<file path="src/source/rxLink_config.svh">
// fixed 4B/5B line code widths and pair timing; one line bit per clk, no other values supported
`ifndef RXLINK_CONFIG_SVH
`define RXLINK_CONFIG_SVH

// width of one 5B line code
`define RX_CODE_BITS 5

// two codes per received byte
`define RX_PAIR_BITS 10

// pair timer reload
// the load cycle counts as the first of ten, so the tick lands on every tenth cycle
`define RX_PAIR_RELOAD 9

`endif
</file>
<file path="src/source/rxLinkPkg.sv">
// shared receiver types; code constants follow the standard 4B/5B table and are not configurable
`include "rxLink_config.svh"

package rxLinkPkg;

    // one 5B line code
    typedef logic [`RX_CODE_BITS-1:0] code5_t;

    // frame FSM states
    typedef enum logic [1:0] {
        stIdle  = 2'd0, // waiting for JK
        stStart = 2'd1, // counting out the next pair
        stRecv  = 2'd2  // pair decoded, judge it
    } rxState_t;

    // ten line bits seen two ways
    // raw for the shift and delimiter compare
    // half for the per-code decode, hi arrived first
    typedef union packed {
        logic [`RX_PAIR_BITS-1:0] raw;
        struct packed {
            code5_t hi; // first code on the line
            code5_t lo; // second code on the line
        } half;
    } symPair_u;

    // control codes
    localparam code5_t CODE_J = 5'b11000; // start delimiter, first half
    localparam code5_t CODE_K = 5'b10001; // start delimiter, second half
    localparam code5_t CODE_T = 5'b01101; // end delimiter, both halves
    localparam code5_t CODE_I = 5'b11111; // idle line

endpackage

</file>
<file path="src/source/rxLinkTop.sv">
// 4B/5B receiver, one line bit per clk with no phase recovery; outputs are unbuffered pulses
`timescale 1ns/1ps

module rxLinkTop (
    input  logic       clk,
    input  logic       reset,
    input  logic       rx,
    input  logic       rxEn,
    output logic       phaseLock,
    output logic       frame,
    output logic       rdy,
    output logic       done,
    output logic       errFlag,
    output logic [7:0] dataOut
);

    import rxLinkPkg::*;

    symPair_u pairWord;  // last ten line bits
    logic     jkSeen;    // start delimiter flag
    logic     ttSeen;    // end delimiter flag
    logic     iiSeen;    // idle code flag
    logic     timerLoad; // restart pair count
    logic     pairTick;  // full pair in window
    logic     codeBad;   // captured pair has a non-data code

    // line window and delimiters
    symbolShifter symbolShifter_inst (
        .clk      (clk),
        .reset    (reset),
        .rx       (rx),
        .pairWord (pairWord),
        .jkSeen   (jkSeen),
        .ttSeen   (ttSeen),
        .iiSeen   (iiSeen)
    );

    // ten-bit pair framing
    pairTimer pairTimer_inst (
        .clk       (clk),
        .reset     (reset),
        .timerLoad (timerLoad),
        .pairTick  (pairTick)
    );

    nibbleDecoder nibbleDecoder_inst (
        .clk      (clk),
        .reset    (reset),
        .pairTick (pairTick),
        .pairWord (pairWord),
        .dataOut  (dataOut),
        .codeBad  (codeBad)
    );

    rxFrameFsm rxFrameFsm_inst (
        .clk       (clk),
        .reset     (reset),
        .rxEn      (rxEn),
        .jkSeen    (jkSeen),
        .ttSeen    (ttSeen),
        .iiSeen    (iiSeen),
        .pairTick  (pairTick),
        .codeBad   (codeBad),
        .timerLoad (timerLoad),
        .frame     (frame),
        .phaseLock (phaseLock),
        .rdy       (rdy),
        .done      (done),
        .errFlag   (errFlag)
    );

endmodule

</file>
<file path="src/source/rxFrameFsm.sv">
// frame FSM; rxEn low behaves as reset, no back-pressure so every byte is a single rdy pulse
`timescale 1ns/1ps

module rxFrameFsm (
    input  logic clk,
    input  logic reset,
    input  logic rxEn,
    input  logic jkSeen,
    input  logic ttSeen,
    input  logic iiSeen,
    input  logic pairTick,
    input  logic codeBad,
    output logic timerLoad,
    output logic frame,
    output logic phaseLock,
    output logic rdy,
    output logic done,
    output logic errFlag
);

    import rxLinkPkg::*;

    rxState_t state;     // current state
    rxState_t stateNext; // next state
    logic     pairEnd;   // TT pair, end of frame
    logic     pairErr;   // pair that aborts the frame
    logic     pairGood;  // data byte to hand out
    logic     frameOpen; // JK found while idle

    // pair verdict, only meaningful in stRecv
    // TT wins over any abort reason
    always_comb begin
        pairEnd  = ttSeen;
        pairErr  = !ttSeen && (jkSeen || iiSeen || codeBad);
        pairGood = !ttSeen && !jkSeen && !iiSeen && !codeBad;
    end

    assign frameOpen = (state == stIdle) && jkSeen;

    // timer starts on the JK flag and again on every accepted byte
    // both fall nine cycles before the next pair is complete
    assign timerLoad = rxEn && (frameOpen || ((state == stRecv) && pairGood));

    // next state
    always_comb begin
        stateNext = state;
        case (state)
            stIdle: begin
                if (jkSeen) begin
                    stateNext = stStart;
                end
            end
            stStart: begin
                if (pairTick) begin
                    stateNext = stRecv; // pair captured, verdict next cycle
                end
            end
            stRecv: begin
                if (pairGood) begin
                    stateNext = stStart; // back to back bytes
                end else begin
                    stateNext = stIdle; // end or abort
                end
            end
            default: begin
                stateNext = stIdle;
            end
        endcase
    end

    // state register
    always_ff @(posedge clk) begin
        if (reset || !rxEn) begin
            state <= stIdle;
        end else begin
            state <= stateNext;
        end
    end

    // status outputs
    // pulses default low every cycle
    always_ff @(posedge clk) begin
        if (reset || !rxEn) begin
            frame     <= 1'b0;
            phaseLock <= 1'b0;
            rdy       <= 1'b0;
            done      <= 1'b0;
            errFlag   <= 1'b0;
        end else begin
            rdy     <= 1'b0;
            done    <= 1'b0;
            errFlag <= 1'b0;
            if (frameOpen) begin
                frame     <= 1'b1; // frame starts the cycle after the JK flag
                phaseLock <= 1'b1; // locked for the whole frame
            end
            if (state == stRecv) begin
                if (pairEnd) begin
                    done      <= 1'b1;
                    frame     <= 1'b0;
                    phaseLock <= 1'b0;
                end else if (pairErr) begin
                    errFlag   <= 1'b1; // idle, repeated JK or bad code
                    frame     <= 1'b0;
                    phaseLock <= 1'b0;
                end else begin
                    rdy <= 1'b1; // dataOut already holds the byte
                end
            end
        end
    end

endmodule

</file>
<file path="src/source/nibbleDecoder.sv">
// 5B to 4B decode of both halves; dataOut and codeBad change only on pairTick
`timescale 1ns/1ps

module nibbleDecoder (
    input  logic                clk,
    input  logic                reset,
    input  logic                pairTick,
    input  rxLinkPkg::symPair_u pairWord,
    output logic [7:0]          dataOut,
    output logic                codeBad
);

    import rxLinkPkg::*;

    logic [3:0] hiNib; // upper data nibble
    logic [3:0] loNib; // lower data nibble
    logic       hiBad; // hi code not a data code
    logic       loBad; // lo code not a data code

    // returns {invalid, nibble}
    function automatic logic [4:0] decode5b(input code5_t code);
        logic [4:0] res;
        case (code)
            5'b11110: res = 5'h00;
            5'b01001: res = 5'h01;
            5'b10100: res = 5'h02;
            5'b10101: res = 5'h03;
            5'b01010: res = 5'h04;
            5'b01011: res = 5'h05;
            5'b01110: res = 5'h06;
            5'b01111: res = 5'h07;
            5'b10010: res = 5'h08;
            5'b10011: res = 5'h09;
            5'b10110: res = 5'h0A;
            5'b10111: res = 5'h0B;
            5'b11010: res = 5'h0C;
            5'b11011: res = 5'h0D;
            5'b11100: res = 5'h0E;
            5'b11101: res = 5'h0F;
            default:  res = 5'h10; // control or unused code
        endcase
        return res;
    endfunction

    // same table on both halves
    always_comb begin
        {hiBad, hiNib} = decode5b(pairWord.half.hi);
        {loBad, loNib} = decode5b(pairWord.half.lo);
    end

    // byte holds until the next pair
    always_ff @(posedge clk) begin
        if (pairTick) begin
            dataOut <= {hiNib, loNib}; // first code is the high nibble
        end
    end

    // bad flag for the captured pair
    always_ff @(posedge clk) begin
        if (reset) begin
            codeBad <= 1'b0;
        end else if (pairTick) begin
            codeBad <= hiBad | loBad;
        end
    end

endmodule

</file>
<file path="src/source/pairTimer.sv">
// one pairTick per load, nine cycles after the load cycle; a new load restarts the count
`timescale 1ns/1ps
`include "rxLink_config.svh"

module pairTimer (
    input  logic clk,
    input  logic reset,
    input  logic timerLoad,
    output logic pairTick
);

    logic [3:0] count; // remaining cycles to the tick
    logic       armed; // counting, tick still pending

    // load cycle itself stands for the reload value
    // so the register starts one below it
    always_ff @(posedge clk) begin
        if (reset) begin
            count <= '0;
            armed <= 1'b0; // parked, no tick
        end else if (timerLoad) begin
            count <= 4'(`RX_PAIR_RELOAD - 1);
            armed <= 1'b1;
        end else if (armed) begin
            if (count == 4'd0) begin
                armed <= 1'b0; // tick done, park at zero
            end else begin
                count <= count - 4'd1;
            end
        end
    end

    // high while the full pair sits in the shifter
    assign pairTick = armed && (count == 4'd0);

endmodule

</file>
<file path="src/source/symbolShifter.sv">
// sliding 10-bit window of the line; delimiter flags lag the window by one cycle
`timescale 1ns/1ps
`include "rxLink_config.svh"

module symbolShifter (
    input  logic                clk,
    input  logic                reset,
    input  logic                rx,
    output rxLinkPkg::symPair_u pairWord,
    output logic                jkSeen,
    output logic                ttSeen,
    output logic                iiSeen
);

    import rxLinkPkg::*;

    logic isJk; // window holds J then K
    logic isTt; // window holds T then T
    logic isIi; // newest code is idle

    // newest bit enters at the lsb
    // so the first bit of a pair ends up as the msb of hi
    always_ff @(posedge clk) begin
        if (reset) begin
            pairWord.raw <= '0;
        end else begin
            pairWord.raw <= {pairWord.raw[`RX_PAIR_BITS-2:0], rx};
        end
    end

    // compare against the current window
    always_comb begin
        isJk = (pairWord.half.hi == CODE_J) && (pairWord.half.lo == CODE_K);
        isTt = (pairWord.half.hi == CODE_T) && (pairWord.half.lo == CODE_T);
        isIi = (pairWord.half.lo == CODE_I); // only the lo half matters
    end

    // registered flags, one cycle behind pairWord
    // lines up with the decoder output for the same pair
    always_ff @(posedge clk) begin
        if (reset) begin
            jkSeen <= 1'b0;
            ttSeen <= 1'b0;
            iiSeen <= 1'b1; // line idles high
        end else begin
            jkSeen <= isJk;
            ttSeen <= isTt;
            iiSeen <= isIi;
        end
    end

endmodule

</file>
<file path="config.mk">
export PLATFORM = sky130hd
export DESIGN_NAME = rxLinkTop
export DESIGN_NICKNAME = d
export VERILOG_FILES = /design/src/source/rxLinkPkg.sv /design/src/source/rxLinkTop.sv /design/src/source/rxFrameFsm.sv /design/src/source/nibbleDecoder.sv /design/src/source/pairTimer.sv /design/src/source/symbolShifter.sv
export VERILOG_INCLUDE_DIRS = /design/src /design/src/source
export SDC_FILE = /design/constraint.sdc
export NUM_CORES = 1
export LEC_CHECK = 0
export ABC_AREA = 0
export BUFFER_PORTS_ARGS = -buffer_cell sky130_fd_sc_hd__buf_2
export CORE_MARGIN = 2
export CORE_UTILIZATION = 40
export DETAILED_ROUTE_END_ITERATION = 8
export GPL_TIMING_DRIVEN = 0
export PLACE_DENSITY = 0.62
export SYNTH_ARGS = -nofsm -noshare
export SYNTH_HDL_FRONTEND = slang
export SYNTH_SLANG_ARGS = --single-unit
</file>
<file path="constraint.sdc">
create_clock -name clk -period 3.5 [get_ports clk]
set_input_delay 0.525 -clock clk [delete_from_list [all_inputs] [get_ports clk]]
set_output_delay 0.525 -clock clk [all_outputs]
set_load 0.05 [all_outputs]
</file>
Word-level counts from Yosys, hierarchy flattened
Memories as Yosys holds them, arrays and structs flattened. A register that Yosys moved wholly into a read port is not among the register bits.
Index checks and enable logic that the tools add are counted.
{"block": "word_totals", "n_memories": 2, "inputBits": 4, "elab_cells": 82, "romBits": 320, "regBits": 34, "out_inout_bits": 13}
{"block": "op_classes", "n_reduce_logical": 28, "eq_ne": 10, "n_addsub": 1, "bitwise_logic": 3, "muxes": 23}
{"name": "(name not given)", "words": 32, "word_bits": 5, "read_ports": 1, "rd_ports_with_merged_regs": 1, "write_ports": 0, "line_no": "nibbleDecoder.sv:23", "source": "case (code)"}
{"name": "(name not given)", "words": 32, "word_bits": 5, "read_ports": 1, "rd_ports_with_merged_regs": 1, "write_ports": 0, "line_no": "nibbleDecoder.sv:23"}
{"cell": "5-bit equality test (second input constant)", "count": 3}
{"cell": "1-bit two-way mux", "count": 15}
{"cell": "4-bit two-way mux", "count": 3}
{"cell": "5-bit by 4-bit equality test with 1-bit output (second input constant)", "count": 2}
{"cell": "1-bit logical AND", "count": 10}
{"cell": "5-bit two-way mux", "count": 2}
{"cell": "2-bit one-hot mux with 3 select lines", "count": 1}
{"cell": "2-bit AND reduction", "count": 3}
{"cell": "1-bit logical NOT", "count": 5}
{"cell": "4-bit logical NOT", "count": 1}
{"cell": "1-bit logical OR", "count": 4}
{"cell": "2-bit two-way mux", "count": 2}
{"cell": "2-bit != test (second input constant)", "count": 2}
{"cell": "2-bit OR reduction", "count": 2}
{"cell": "4-bit by 1-bit subtractor with 4-bit output (second input constant)", "count": 1}
{"cell": "3-bit OR reduction", "count": 1}
{"cell": "2-bit by 1-bit equality test with 1-bit output (second input constant)", "count": 1}
{"cell": "2-bit equality test (second input constant)", "count": 1}
{"cell": "2-bit logical NOT", "count": 1}
{"cell": "2-bit by 1-bit != test with 1-bit output (second input constant)", "count": 1}
{"cell": "1-bit NOT", "count": 2}
{"cell": "2-bit nonzero test", "count": 1}
{"cell": "1-bit bitwise OR", "count": 1}

Longest topological paths before layout
Gate-level depths: netlist of the first run.
{"block": "depth", "ltp_word": 9, "depth_mapped": 8, "mapped_depth_nobuf": 7}

By module
Synthesis of the first run repeated with hierarchy kept, for this count alone.
{"block": "hier_totals", "hier_cells": 154, "area_unflattened_um2": 1601.5}
{"module": "nibbleDecoder", "n_inst": 1, "seq_area_each_um2": 260.2, "area_each_um2": 635.6, "cells_per_inst": 66}
{"module": "symbolShifter", "n_inst": 1, "seq_area_each_um2": 260.2, "area_each_um2": 412.9, "cells_per_inst": 32}
{"module": "rxFrameFsm", "n_inst": 1, "seq_area_each_um2": 140.1, "area_each_um2": 295.3, "cells_per_inst": 29}
{"module": "pairTimer", "n_inst": 1, "seq_area_each_um2": 100.1, "area_each_um2": 257.7, "cells_per_inst": 27}

Worst setup path before layout of the first run
OpenSTA, ideal clock, no wires.
{"block": "synth_path", "path_type": "input to register", "from": "in reset", "to": "reg, netlist name nibbleDecoder_inst.loNib[1]", "slack_ps": 1854, "path_buffers": 1, "setup_time_ps": 118, "path_stages": 8, "required_time_ps": 3382, "t_arrival_ps": 1528, "cell_sequence": "buf_2 -> inv_2 -> nand2_1 -> inv_1 -> ha_1 -> mux2_2 -> a22oi_1 -> nor2_1"}
{"block": "synth_between", "elab_chain_len": 1}
{"element": "from (decl)", "line_no": "rxLinkTop.sv:6", "source": "input logic reset,"}
{"element": "5-bit two-way mux (no line)"}
No other way between the ends.
A chain may end at the register's enable or synchronous reset.

Worst setup path in the final report of the first run
{"block": "layout_path", "from": "in reset", "to": "reg, netlist name nibbleDecoder_inst.loNib[1]"}
{"block": "layout_between", "elab_chain_len": 1}
{"element": "5-bit two-way mux (no line)"}
No other way between the ends.

==> results of run 1 <==
==> worst max path at each step <==
stage	start	to	slack, ns	depth (start not counted)
detailed placement	reset	nibbleDecoder_inst.loNib[1]$_DFF_P_	1.44	9
global placement	reset	nibbleDecoder_inst.loNib[1]$_DFF_P_	1.44	9
floorplan	reset	nibbleDecoder_inst.loNib[1]$_DFF_P_	1.85	8
global route	reset	nibbleDecoder_inst.loNib[1]$_DFF_P_	1.67	9
CTS	reset	nibbleDecoder_inst.loNib[1]$_DFF_P_	1.75	9
finish	reset	nibbleDecoder_inst.loNib[1]$_DFF_P_	1.74	9
==> per-layer routing <==
layer,vias up,part of all wire,wire length [um],global-route usage
met4,0,0.0093,31,0.0503
met2,32,0.50,1670,0.237
met1,607,0.45,1490,0.167
li1,661,-,-,-
met5,-,0,0,0
met3,4,0.042,140,0.0520
==> sequential cells by signal (all words and copies together) (netlist names) <==
register,count
pairTimer_inst.armed,1
rxFrameFsm_inst.phaseLock,1
nibbleDecoder_inst.hiBad,1
symbolShifter_inst.ttSeen,1
rxFrameFsm_inst.frame,1
nibbleDecoder_inst.hiNib,4
rxFrameFsm_inst.state,2
pairTimer_inst.count,4
rxFrameFsm_inst.errFlag,1
nibbleDecoder_inst.dataOut,8
rxFrameFsm_inst.rdy,1
nibbleDecoder_inst.loNib,4
symbolShifter_inst.jkSeen,1
nibbleDecoder_inst.codeBad,1
nibbleDecoder_inst.loBad,1
rxFrameFsm_inst.done,1
symbolShifter_inst.pairWord,10
symbolShifter_inst.iiSeen,1
==> per-stage QoR <==
stage / total power [W] / hold slack [ns] / utilization
final: 0.000893 / 0.406 / 0.472
after global routing: 0.000931 / 0.409 / 0.472
after CTS: 0.000904 / 0.407 / 0.472
after detailed placement: 0.000555 / 0.389 / 0.449
after global placement: 0.000554 / 0.389 / 0.449
after floorplan: 0.000546 / 0.386 / -
==> power by group <==
group / leakage [nW] / internal [W] / switching, W
Sequential: 0.378 / 0.000516 / 0.00000124
Clock: 0.0534 / 0.000183 / 0.000166
Combinational: 0.404 / 0.00000903 / 0.0000170
==> worst max-delay path: stages <==
cell                      delay, ns
sky130_fd_sc_hd__buf_2         0.19
sky130_fd_sc_hd__buf_2         0.27
sky130_fd_sc_hd__inv_2         0.11
sky130_fd_sc_hd__nand2_1       0.11
sky130_fd_sc_hd__inv_1         0.07
sky130_fd_sc_hd__ha_1          0.17
sky130_fd_sc_hd__mux2_2        0.26
sky130_fd_sc_hd__a22oi_1       0.18
sky130_fd_sc_hd__nor2_1        0.05
==> area by class of cell <==
cell class / count / area share
timing repair buffer: 16 / 0.0390
tap: 52 / 0.0316
clock inverter: 1 / 0.00243
multi-input combinational: 108 / 0.365
buffer: 10 / 0.0237
inverter: 13 / 0.0237
sequential: 44 / 0.467
clock buffer: 7 / 0.0475
==> cell usage after synthesis, drive strengths merged, types with 2 or more instances <==
cell type,count
dfxtp,36
nor2b,17
inv,13
nand2,11
a21oi,8
edfxtp,8
nor2,8
buf,7
ha,7
mux2i,6
nand3,6
o21ai,5
nor3,4
a211oi,3
clkbuf,3
nor4,3
a31o,2
nand4,2
nor4b,2
o2111ai,2
o211ai,2
o21bai,2
or3b,2
==> kinds of logic after synthesis <==
logic type | synth area share
simple gates | 0.208
flops | 0.531
compound gates | 0.114
buf+inv | 0.0540
mux | 0.0394
fa+ha+maj | 0.0484
xor+xnor | 0.00485
==> flow_summary.rst, run 1 <==
.. list-table::
   :header-rows: 1

   * - Metric
     - Value
   * - R2R setup slack
     - 1.80 ns
   * - Final count of pins violating max slew
     - 0
   * - Number of global-route vias before repair
     - between 1000 and 1500
   * - Worst IR drop on VDD
     - between 0.2 and 0.25 mV
   * - Maximum buffer depth of the clock tree
     - 2
   * - Number of nets in the final layout
     - 209
   * - Total global routing overflow
     - 0
   * - TritonCTS clock tree
     - built
   * - Start-to-end type of the worst setup path
     - primary input to flop
   * - Endpoint of the worst hold path
     - nibbleDecoder_inst.dataOut[3]$_DFFE_PP_
   * - 1st-iter DRT viols
     - 47
   * - Leading cell types by total area after synthesis
     - sky130_fd_sc_hd__dfxtp_1, sky130_fd_sc_hd__edfxtp_1, sky130_fd_sc_hd__nor2b_1
   * - Count of port buffers added during placement
     - 16
   * - Final-layout setup total negative slack
     - 0 ns
   * - Synthesis-stage register bit count
     - 44
   * - Library cell with the largest summed area after synthesis
     - sky130_fd_sc_hd__dfxtp_1
   * - Aggregate global-route resource usage
     - 0.141
   * - Vertical extent of the die
     - 71.2 um
   * - Number of antenna-violating nets in the routed design
     - 0
   * - Netlist area before placement
     - roughly 0.0018 mm^2
   * - Post-layout instance count excluding filler cells
     - around 250
   * - Hold-critical path depth
     - 0
   * - Filler cell count
     - about 400
   * - Fraction of post-synthesis cell area in the top cell type by area
     - 0.399
   * - Avg WL per Cell
     - between 10 and 15 um
   * - Via count
     - 1304
   * - Number of H-tree branching levels
     - 2
   * - Worst-case clock skew
     - about 0.0053 ns
   * - Number of antenna diodes
     - 0
   * - Cell at the root of the clock tree
     - sky130_fd_sc_hd__clkbuf_8
   * - Setup bufs post-CTS
     - 0
   * - Final setup margin
     - ~1.7 ns
   * - Layout cell share with drive strength beyond 1
     - 0.176
   * - Global-route wire length before repair
     - about 5600 um
   * - Post-synthesis cell count
     - approximately 180
   * - Asr flop ratio synth
     - 0
   * - Sequential-to-total area share from yosys stat
     - 0.531
   * - Count of cell types in the netlist
     - 43
   * - Critical Path RT
     - about 3.7 ns
   * - Relative slew margins
     - 0.690
   * - Placed Instances
     - 243
   * - Number of CTS-inserted buffers
     - 5
   * - Post-CTS Hold Buffers
     - 0
   * - Shortest period the worst path allows
     - 1.76 ns
   * - Worst Tran Pin Value
     - 0.462 ns
   * - Gp weighted congestion
     - ~0.77
   * - Die Footprint
     - 0.00507 mm^2
   * - Data arrival time of the critical path
     - approximately 1.9 ns
   * - Layout overhead on the synthesized area
     - 13.7%
   * - Starting utilization of the core area
     - 0.415
   * - Clock-pin slew reported for the worst setup and hold paths after clock tree synthesis
     - approximately 0.08 ns
   * - FF/Latch Area
     - approximately 960 um^2
   * - Final setup viols
     - 0
   * - Number of antenna violations at the first check in global routing
     - 0
   * - Number of core rows
     - 24
   * - Most common library cell in the layout ignoring fill and taps
     - sky130_fd_sc_hd__dfxtp_1
   * - Worst min-delay path category
     - flop to flop
   * - CTS sink count
     - 44
   * - Synth warn
     - 0
   * - Peak Freq
     - approximately 570 MHz
   * - Highest-count cells in the layout ignoring fill and taps
     - sky130_fd_sc_hd__dfxtp_1, sky130_fd_sc_hd__buf_2, sky130_fd_sc_hd__nor2b_1
   * - Pleak
     - approximately 0.83 nW
   * - Critical path fanouts, max
     - 10
   * - Total I/O pin count
     - 17
   * - Core ar.
     - about 0.0044 mm^2
   * - Number of flops mapped to enable cells by yosys
     - 8
   * - Chip Width
     - approximately 70 um
   * - RSZ-0062 raised after global routing
     - false
   * - DR DRC count
     - 0
   * - Share of the clock period used by the worst path after layout
     - 0.502
   * - Kind of start point of the critical path
     - primary input
   * - Endpoint of the worst-slack reg-to-reg timing path
     - nibbleDecoder_inst.hiBad$_DFF_P_
   * - Number of iterations in the first detailed-routing pass
     - 4
   * - Outcome
     - finished, final reports clean
   * - Largest net degree at the start of global routing
     - 14
   * - Hold violation total from the final report
     - 0
   * - CTS resizes
     - 0
   * - Mean Syn Cell Area
     - around 10 um^2
   * - R2R Path Start
     - symbolShifter_inst.pairWord[5]$_SDFF_PP0_
   * - DP HPWL
     - 2440 um
   * - Multi-input gate area
     - about 750 um^2
   * - Total wirelength of the detailed-routed design
     - around 3300 um
   * - Total nets after synthesis
     - 186
   * - Power density cells
     - around 430 mW/mm^2
   * - Setup slack at placement
     - 1.44 ns
   * - Post-detailed-placement cell area
     - 0.00195 mm^2
   * - Ratio of routed vias to standard cells
     - around 5.2
   * - Top_reg_cell synth
     - sky130_fd_sc_hd__dfxtp_1
   * - Depth of the worst register-to-register path
     - 6
   * - Critical Path Sink Type
     - flop
   * - Worst skew pair latency
     - between 0.2 and 0.3 ns
   * - Count of maximum capacitance violations
     - 0
   * - Hold Crit Start
     - nibbleDecoder_inst.loNib[3]$_SDFF_PN0_
   * - Post-route cell area
     - 0.00206 mm^2
(Power assumes the default switching activity.)
==> inputs of run 2 (changes only) <==
==> constraint.sdc (replaced) <==
create_clock -name clk -period 1.7 [get_ports clk]
set_input_delay 0.255 -clock clk [delete_from_list [all_inputs] [get_ports clk]]
set_output_delay 0.255 -clock clk [all_outputs]
set_load 0.05 [all_outputs]
==> flow_summary.rst, run 2 (synthesis gave the netlist of run 1 again) <==
.. list-table::
   :header-rows: 1

   * - Metric
     - Value
   * - Outcome
     - finished, final reports clean
   * - Global-route wire length before repair
     - 5600 um (unchanged)
   * - Worst skew pair latency
     - 0.29 ns (about the same)
   * - Number of core rows
     - 24 (unchanged)
   * - Critical path fanouts, max
     - 10 (unchanged)
   * - Number of iterations in the first detailed-routing pass
     - 4 (unchanged)
   * - Chip Width
     - 71.2 um (unchanged)
   * - Power density cells
     - 896 mW/mm^2 (+110%)
   * - Utilization of the core after routing
     - 0.472 (unchanged)
   * - Relative slew margins
     - 0.690 (about the same)
   * - Total global routing overflow
     - 0 (unchanged)
   * - Count of port buffers added during placement
     - 16 (unchanged)
   * - Hold violation total from the final report
     - 0 (unchanged)
   * - Setup bufs post-CTS
     - 0 (unchanged)
   * - Start-to-end type of the worst setup path
     - flop to flop
   * - 1st-iter DRT viols
     - 43 (-8.5%)
   * - Final count of pins violating max slew
     - 0 (unchanged)
   * - Register share of total power
     - 0.580 (about the same)
   * - Cell at the root of the clock tree
     - sky130_fd_sc_hd__clkbuf_8
   * - Worst Tran Pin Value
     - 0.462 ns (-0.00000191 ns)
   * - DP HPWL
     - 2440 um (unchanged)
   * - Worst min-delay path category
     - primary input to flop
   * - Largest net degree at the start of global routing
     - 14 (unchanged)
   * - TritonCTS clock tree
     - built
   * - Aggregate global-route resource usage
     - 0.141 (unchanged)
   * - Die Footprint
     - 0.00507 mm^2 (unchanged)
   * - Depth of the worst register-to-register path
     - 6 (unchanged)
   * - Maximum buffer depth of the clock tree
     - 2 (unchanged)
   * - Sw Share
     - 0.209 (+0.00184)
   * - Most common library cell in the layout ignoring fill and taps
     - sky130_fd_sc_hd__dfxtp_1
   * - Clock-pin slew reported for the worst setup and hold paths after clock tree synthesis
     - 0.08 ns (about the same)
   * - Kind of start point of the critical path
     - flop
   * - R2R Path Start
     - symbolShifter_inst.pairWord[5]$_SDFF_PP0_
   * - Internal power
     - 0.00146 W (+110%)
   * - Avg WL per Cell
     - 13.4 um (+1.3%)
   * - Count of maximum capacitance violations
     - 0 (unchanged)
   * - Critical Path Sink Type
     - flop
   * - Hold-critical path depth
     - 2 (+2)
   * - Starting utilization of the core area
     - 0.415 (unchanged)
   * - Share of the clock period used by the worst path after layout
     - 0.940
   * - Number of CTS-inserted buffers
     - 5 (unchanged)
   * - Pleak
     - 0.830 nW (-0.57%)
   * - Highest-count cells in the layout ignoring fill and taps
     - sky130_fd_sc_hd__dfxtp_1, sky130_fd_sc_hd__buf_2, sky130_fd_sc_hd__nor2b_1
   * - Core ar.
     - 0.00435 mm^2 (unchanged)
   * - Gp weighted congestion
     - 0.767 (unchanged)
   * - Number of H-tree branching levels
     - 2 (unchanged)
   * - Hold Crit Start
     - rx
   * - Filler cell count
     - 398 (-0.25%)
   * - Top register by number of flip-flops
     - symbolShifter_inst.pairWord
   * - Number of flip-flops under the largest register name
     - 10 (unchanged)
   * - Number of nets in the final layout
     - 207 (-0.96%)
   * - CTS sink count
     - 44 (unchanged)
   * - Overall power of the completed layout
     - 0.00184 W (+110%)
   * - Peak Freq
     - around 630 MHz
   * - Layout cell share with drive strength beyond 1
     - 0.188 (+0.0119)
   * - Via count
     - 1304 (unchanged)
   * - Switching power
     - 0.000385 W (+110%)
   * - Number of antenna diodes
     - 0 (unchanged)
   * - Worst-case clock skew
     - 0.00684 ns (+0.00154 ns)
   * - Total I/O pin count
     - 17 (unchanged)
   * - Comb power frac
     - 0.028 (about the same)
   * - Worst IR drop on VDD
     - 0.431 mV (+110%)
   * - Number of antenna-violating nets in the routed design
     - 0 (unchanged)
   * - DR DRC count
     - 0 (unchanged)
   * - Smallest hold slack
     - 0.258 ns (-0.148 ns)
   * - R2R setup slack
     - 0.10 ns (-1.70 ns)
   * - Ratio of routed vias to standard cells
     - 5.24 (+0.80%)
   * - Data arrival time of the critical path
     - 1.79 ns (-0.15 ns)
   * - RSZ-0062 raised after global routing
     - false
   * - Endpoint of the worst hold path
     - symbolShifter_inst.pairWord[0]$_SDFF_PP0_
   * - Clock share of power
     - 0.393 (about the same)
   * - Final setup viols
     - 0 (unchanged)
   * - Biggest registers after layout
     - symbolShifter_inst.pairWord (10), nibbleDecoder_inst.dataOut (8)
   * - Shortest period the worst path allows
     - 1.60 ns
   * - Total wirelength of the detailed-routed design
     - 3350 um (+0.45%)
   * - Layout overhead on the synthesized area
     - 13.7% (unchanged)
   * - Endpoint of the worst-slack reg-to-reg timing path
     - nibbleDecoder_inst.hiBad$_DFF_P_
   * - Critical Path RT
     - 1.89 ns (-1.79 ns)
   * - Number of global-route vias before repair
     - 1223 (unchanged)
   * - Number of antenna violations at the first check in global routing
     - 0 (unchanged)
   * - Vertical extent of the die
     - 71.2 um (unchanged)
-- run 2: worst max-delay path, cell delays in order (launching register included) --
cell	delay, ns
sky130_fd_sc_hd__dfxtp_1	0.31
sky130_fd_sc_hd__buf_2	0.19
sky130_fd_sc_hd__nor2b_4	0.20
sky130_fd_sc_hd__inv_1	0.07
sky130_fd_sc_hd__ha_1	0.19
sky130_fd_sc_hd__or3b_1	0.35
sky130_fd_sc_hd__a31o_1	0.18
-- run 2: stage by stage --
| step | std cells | setup WS [ns] | setup TNS [ns] | cell area, um^2 |
|---|---|---|---|---|
| 2_1_floorplan | 175 | 0.183 | 0 | 1810 |
| 3_3_place_gp | 243 | -0.0897 | -0.109 | 1950 |
| 3_5_place_dp | 243 | -0.0943 | -0.129 | 1950 |
| 4_1_cts | 251 | 0.0557 | 0 | 2060 |
| 5_1_grt | 249 | 0.0211 | 0 | 2060 |
| 6_report | 249 | 0.103 | 0 | 2060 |
-- run 2: worst max path at each step --
stage / startpoint / endpoint / slack (ns) / cells after the start
finish: symbolShifter_inst.pairWord[5]$_SDFF_PP0_ / nibbleDecoder_inst.hiBad$_DFF_P_ / 0.10 / 6
global placement: reset / nibbleDecoder_inst.loNib[1]$_DFF_P_ / -0.09 / 9
detailed placement: reset / nibbleDecoder_inst.loNib[1]$_DFF_P_ / -0.09 / 9
global route: symbolShifter_inst.pairWord[5]$_SDFF_PP0_ / nibbleDecoder_inst.hiBad$_DFF_P_ / 0.02 / 6
CTS: symbolShifter_inst.pairWord[0]$_SDFF_PP0_ / nibbleDecoder_inst.loNib[1]$_DFF_P_ / 0.06 / 6
floorplan: symbolShifter_inst.pairWord[5]$_SDFF_PP0_ / nibbleDecoder_inst.hiBad$_DFF_P_ / 0.18 / 6
-- run 2: power groups by stage --
stage / logic [W] / registers, W / clock network (W)
6_report: 0.0000508 / 0.00107 / 0.000724
3_5_place_dp: 0.0000534 / 0.00109 / 0
4_1_cts: 0.0000539 / 0.00106 / 0.000744
3_3_place_gp: 0.0000524 / 0.00109 / 0
5_1_grt: 0.0000559 / 0.00107 / 0.000792
2_1_floorplan: 0.0000358 / 0.00109 / 0
-- run 2: layout make-up --
| cell class | instances | area (um^2) | area share |
|---|---|---|---|
| sequential | 44 | 961 | 0.467 |
| multi-input combinational | 108 | 757 | 0.368 |
| clock buffer | 7 | 97.6 | 0.0475 |
| timing repair buffer | 16 | 80.1 | 0.0390 |
| tap | 52 | 65.1 | 0.0316 |
| inverter | 13 | 48.8 | 0.0237 |
| buffer | 8 | 41.3 | 0.0201 |
| clock inverter | 1 | 5.00 | 0.00243 |
-- run 2: what timing repair did --
action / CTS / global route
setup endpoints to repair: 1 / 11
hold buffers: 0 / 0
gates resized for setup: 1 / 2
gates cloned: 0 / 0
-- run 2: metal layers --
layer	vias to the layer above	GRT usage	share of wire
li1	656	-	-
met1	616	0.167	0.45
met2	30	0.237	0.51
met3	2	0.0520	0.042
met4	0	0.0503	0.0057
met5	-	0	0
==> inputs of run 3 (changes only) <==
--- a/config.mk
+++ b/config.mk
@@ -8,7 +8,6 @@
 export LEC_CHECK = 0
 export ABC_AREA = 0
 export BUFFER_PORTS_ARGS = -buffer_cell sky130_fd_sc_hd__buf_2
-export CORE_MARGIN = 2
 export CORE_UTILIZATION = 40
 export DETAILED_ROUTE_END_ITERATION = 8
 export GPL_TIMING_DRIVEN = 0
==> flow_summary.rst, run 3 (synthesis gave the netlist of run 1 again) <==
.. list-table::
   :header-rows: 1

   * - Metric
     - Value
   * - Pleak
     - 0.823 nW (-0.81%)
   * - Peak Freq
     - 622 MHz (-0.65%)
   * - Cell at the root of the clock tree
     - sky130_fd_sc_hd__clkbuf_8
   * - Endpoint of the worst-slack reg-to-reg timing path
     - nibbleDecoder_inst.hiBad$_DFF_P_
   * - Depth of the worst register-to-register path
     - 5 (-1)
   * - Multi-input gate area
     - 757 um^2 (unchanged)
   * - Setup bufs post-CTS
     - 0 (unchanged)
   * - Data arrival time of the critical path
     - 1.80 ns (about the same)
   * - Clock-pin slew reported for the worst setup and hold paths after clock tree synthesis
     - 0.08 ns (about the same)
   * - Chip Width
     - 69.2 um (-2.8%)
   * - Share of the clock period used by the worst path after layout
     - 0.946 (+0.00612)
   * - Hold violation total from the final report
     - 0 (unchanged)
   * - Number of flip-flops under the largest register name
     - 10 (unchanged)
   * - Highest-count cells in the layout ignoring fill and taps
     - sky130_fd_sc_hd__dfxtp_1, sky130_fd_sc_hd__buf_2, sky130_fd_sc_hd__nor2b_1
   * - Die Footprint
     - 0.00479 mm^2 (-5.5%)
   * - Total global routing overflow
     - 0 (unchanged)
   * - R2R setup slack
     - 0.09 ns (about the same)
   * - Maximum buffer depth of the clock tree
     - 2 (unchanged)
   * - Post-route cell area
     - 0.00205 mm^2 (-0.43%)
   * - FF/Latch Area
     - 961 um^2 (unchanged)
   * - Power density cells
     - 873 mW/mm^2 (-2.6%)
   * - Number of antenna-violating nets in the routed design
     - 0 (unchanged)
   * - Vertical extent of the die
     - 69.2 um (-2.8%)
   * - Biggest registers after layout
     - symbolShifter_inst.pairWord (10), nibbleDecoder_inst.dataOut (8)
   * - Utilization of the core after routing
     - 0.470 (-0.00201)
   * - 1st-iter DRT viols
     - 35 (-19%)
   * - Endpoint of the worst hold path
     - symbolShifter_inst.pairWord[0]$_SDFF_PP0_
   * - Most common library cell in the layout ignoring fill and taps
     - sky130_fd_sc_hd__dfxtp_1
   * - Count of port buffers added during placement
     - 16 (unchanged)
   * - Top register by number of flip-flops
     - symbolShifter_inst.pairWord
   * - Final setup viols
     - 0 (unchanged)
   * - Critical Path Sink Type
     - flop
   * - R2R Path Start
     - symbolShifter_inst.pairWord[6]$_SDFF_PP0_
   * - Number of global-route vias before repair
     - 1198 (-2.0%)
   * - Worst min-delay path category
     - primary input to flop
   * - CTS sink count
     - 44 (unchanged)
   * - Layout cell share with drive strength beyond 1
     - 0.182 (-0.00600)
   * - Count of maximum capacitance violations
     - 0 (unchanged)
   * - Post-CTS Hold Buffers
     - 0 (unchanged)
   * - Global-route wire length before repair
     - 5360 um (-4.3%)
   * - Ratio of routed vias to standard cells
     - 5.06 (-3.5%)
   * - Number of antenna diodes
     - 0 (unchanged)
   * - Worst skew pair latency
     - 0.30 ns (about the same)
   * - Worst Tran Pin Value
     - 0.452 ns (-0.0101 ns)
   * - Relative slew margins
     - 0.696 (+0.00681)
   * - Largest net degree at the start of global routing
     - 13 (-1)
   * - Total wirelength of the detailed-routed design
     - 3090 um (-7.9%)
   * - Kind of start point of the critical path
     - flop
   * - Number of iterations in the first detailed-routing pass
     - 4 (unchanged)
   * - Avg WL per Cell
     - 12.3 um (-8.2%)
   * - DP HPWL
     - 2190 um (-10%)
   * - Core ar.
     - 0.00435 mm^2 (unchanged)
   * - CTS resizes
     - 0 (-1)
   * - Number of nets in the final layout
     - 208 (+0.48%)
   * - Aggregate global-route resource usage
     - 0.142 (+0.00121)
   * - Outcome
     - finished, final reports clean
   * - Worst IR drop on VDD
     - 0.352 mV (-18%)
   * - Filler cell count
     - 400 (+0.50%)
   * - RSZ-0062 raised after global routing
     - false
   * - Shortest period the worst path allows
     - 1.61 ns (+0.0104 ns)
   * - Worst-case clock skew
     - 0.00520 ns (-0.00164 ns)
   * - Starting utilization of the core area
     - 0.415 (unchanged)
   * - Via count
     - 1264 (-3.1%)
   * - Start-to-end type of the worst setup path
     - flop to flop
   * - Post-detailed-placement cell area
     - 0.00195 mm^2 (unchanged)
   * - Hold Crit Start
     - rx
   * - Setup slack at placement
     - -0.0718 ns (+0.0226 ns)
   * - Number of antenna violations at the first check in global routing
     - 0 (unchanged)
   * - Hold-critical path depth
     - 2 (unchanged)
   * - DR DRC count
     - 0 (unchanged)
   * - Final count of pins violating max slew
     - 0 (unchanged)
   * - Number of CTS-inserted buffers
     - 5 (unchanged)
   * - Gp weighted congestion
     - 0.798 (+4.1%)
   * - Number of core rows
     - 24 (unchanged)
   * - Layout overhead on the synthesized area
     - 13.2%
   * - Critical Path RT
     - 1.89 ns (about the same)
   * - TritonCTS clock tree
     - built
   * - Final setup margin
     - 0.0921 ns (-0.0104 ns)
   * - Critical path fanouts, max
     - 8 (-2)
   * - Total I/O pin count
     - 17 (unchanged)
   * - Number of H-tree branching levels
     - 2 (unchanged)
==> run 3: worst max-delay path by stage <==
stage / depth (start not counted) / startpoint / end / slack [ns]
floorplan: 6 / symbolShifter_inst.pairWord[5]$_SDFF_PP0_ / nibbleDecoder_inst.hiBad$_DFF_P_ / 0.18
global placement: 9 / reset / nibbleDecoder_inst.loNib[1]$_DFF_P_ / -0.1
detailed placement: 9 / reset / nibbleDecoder_inst.loNib[1]$_DFF_P_ / -0.07
CTS: 6 / symbolShifter_inst.pairWord[5]$_SDFF_PP0_ / nibbleDecoder_inst.hiBad$_DFF_P_ / 0.001
global route: 5 / symbolShifter_inst.pairWord[6]$_SDFF_PP0_ / nibbleDecoder_inst.hiBad$_DFF_P_ / 0.009
finish: 5 / symbolShifter_inst.pairWord[6]$_SDFF_PP0_ / nibbleDecoder_inst.hiBad$_DFF_P_ / 0.09
==> run 3: critical path: stages (launching register included) <==
cell	delay (ns)
sky130_fd_sc_hd__dfxtp_1	0.32
sky130_fd_sc_hd__clkbuf_1	0.29
sky130_fd_sc_hd__nand2_1	0.15
sky130_fd_sc_hd__ha_1	0.19
sky130_fd_sc_hd__or3b_1	0.35
sky130_fd_sc_hd__a31o_1	0.19
==> run 3: where the power goes <==
part           leakage (nW)  total (W)  switching [W]  internal [W]
Sequential            0.378    0.00107     0.00000512       0.00106
Combinational         0.400  0.0000508      0.0000326     0.0000182
Clock                0.0455   0.000668       0.000337      0.000331
Total                 0.823    0.00179       0.000375       0.00141
==> run 3: layout make-up <==
class,instances,share of cell area
buffer,9,0.0220
clock buffer,8,0.0440
inverter,13,0.0238
multi-input combinational,108,0.370
sequential,44,0.469
tap,52,0.0318
timing repair buffer,16,0.0391
==> run 3: per-stage QoR <==
step | power (W) | std cells | TNS [ns] | hold WS, ns
2_1_floorplan | 0.00112 | 175 | 0 | 0.334
3_3_place_gp | 0.00114 | 243 | -0.122 | 0.388
3_5_place_dp | 0.00114 | 243 | -0.0799 | 0.389
4_1_cts | 0.00181 | 251 | 0 | 0.256
5_1_grt | 0.00186 | 250 | 0 | 0.266
6_report | 0.00179 | 250 | 0 | 0.266
==> run 3: layer usage <==
metal	global-route usage	part of all wire
met1	0.177	0.48
met2	0.216	0.46
met3	0.0509	0.039
met4	0.0771	0.023
met5	0	0
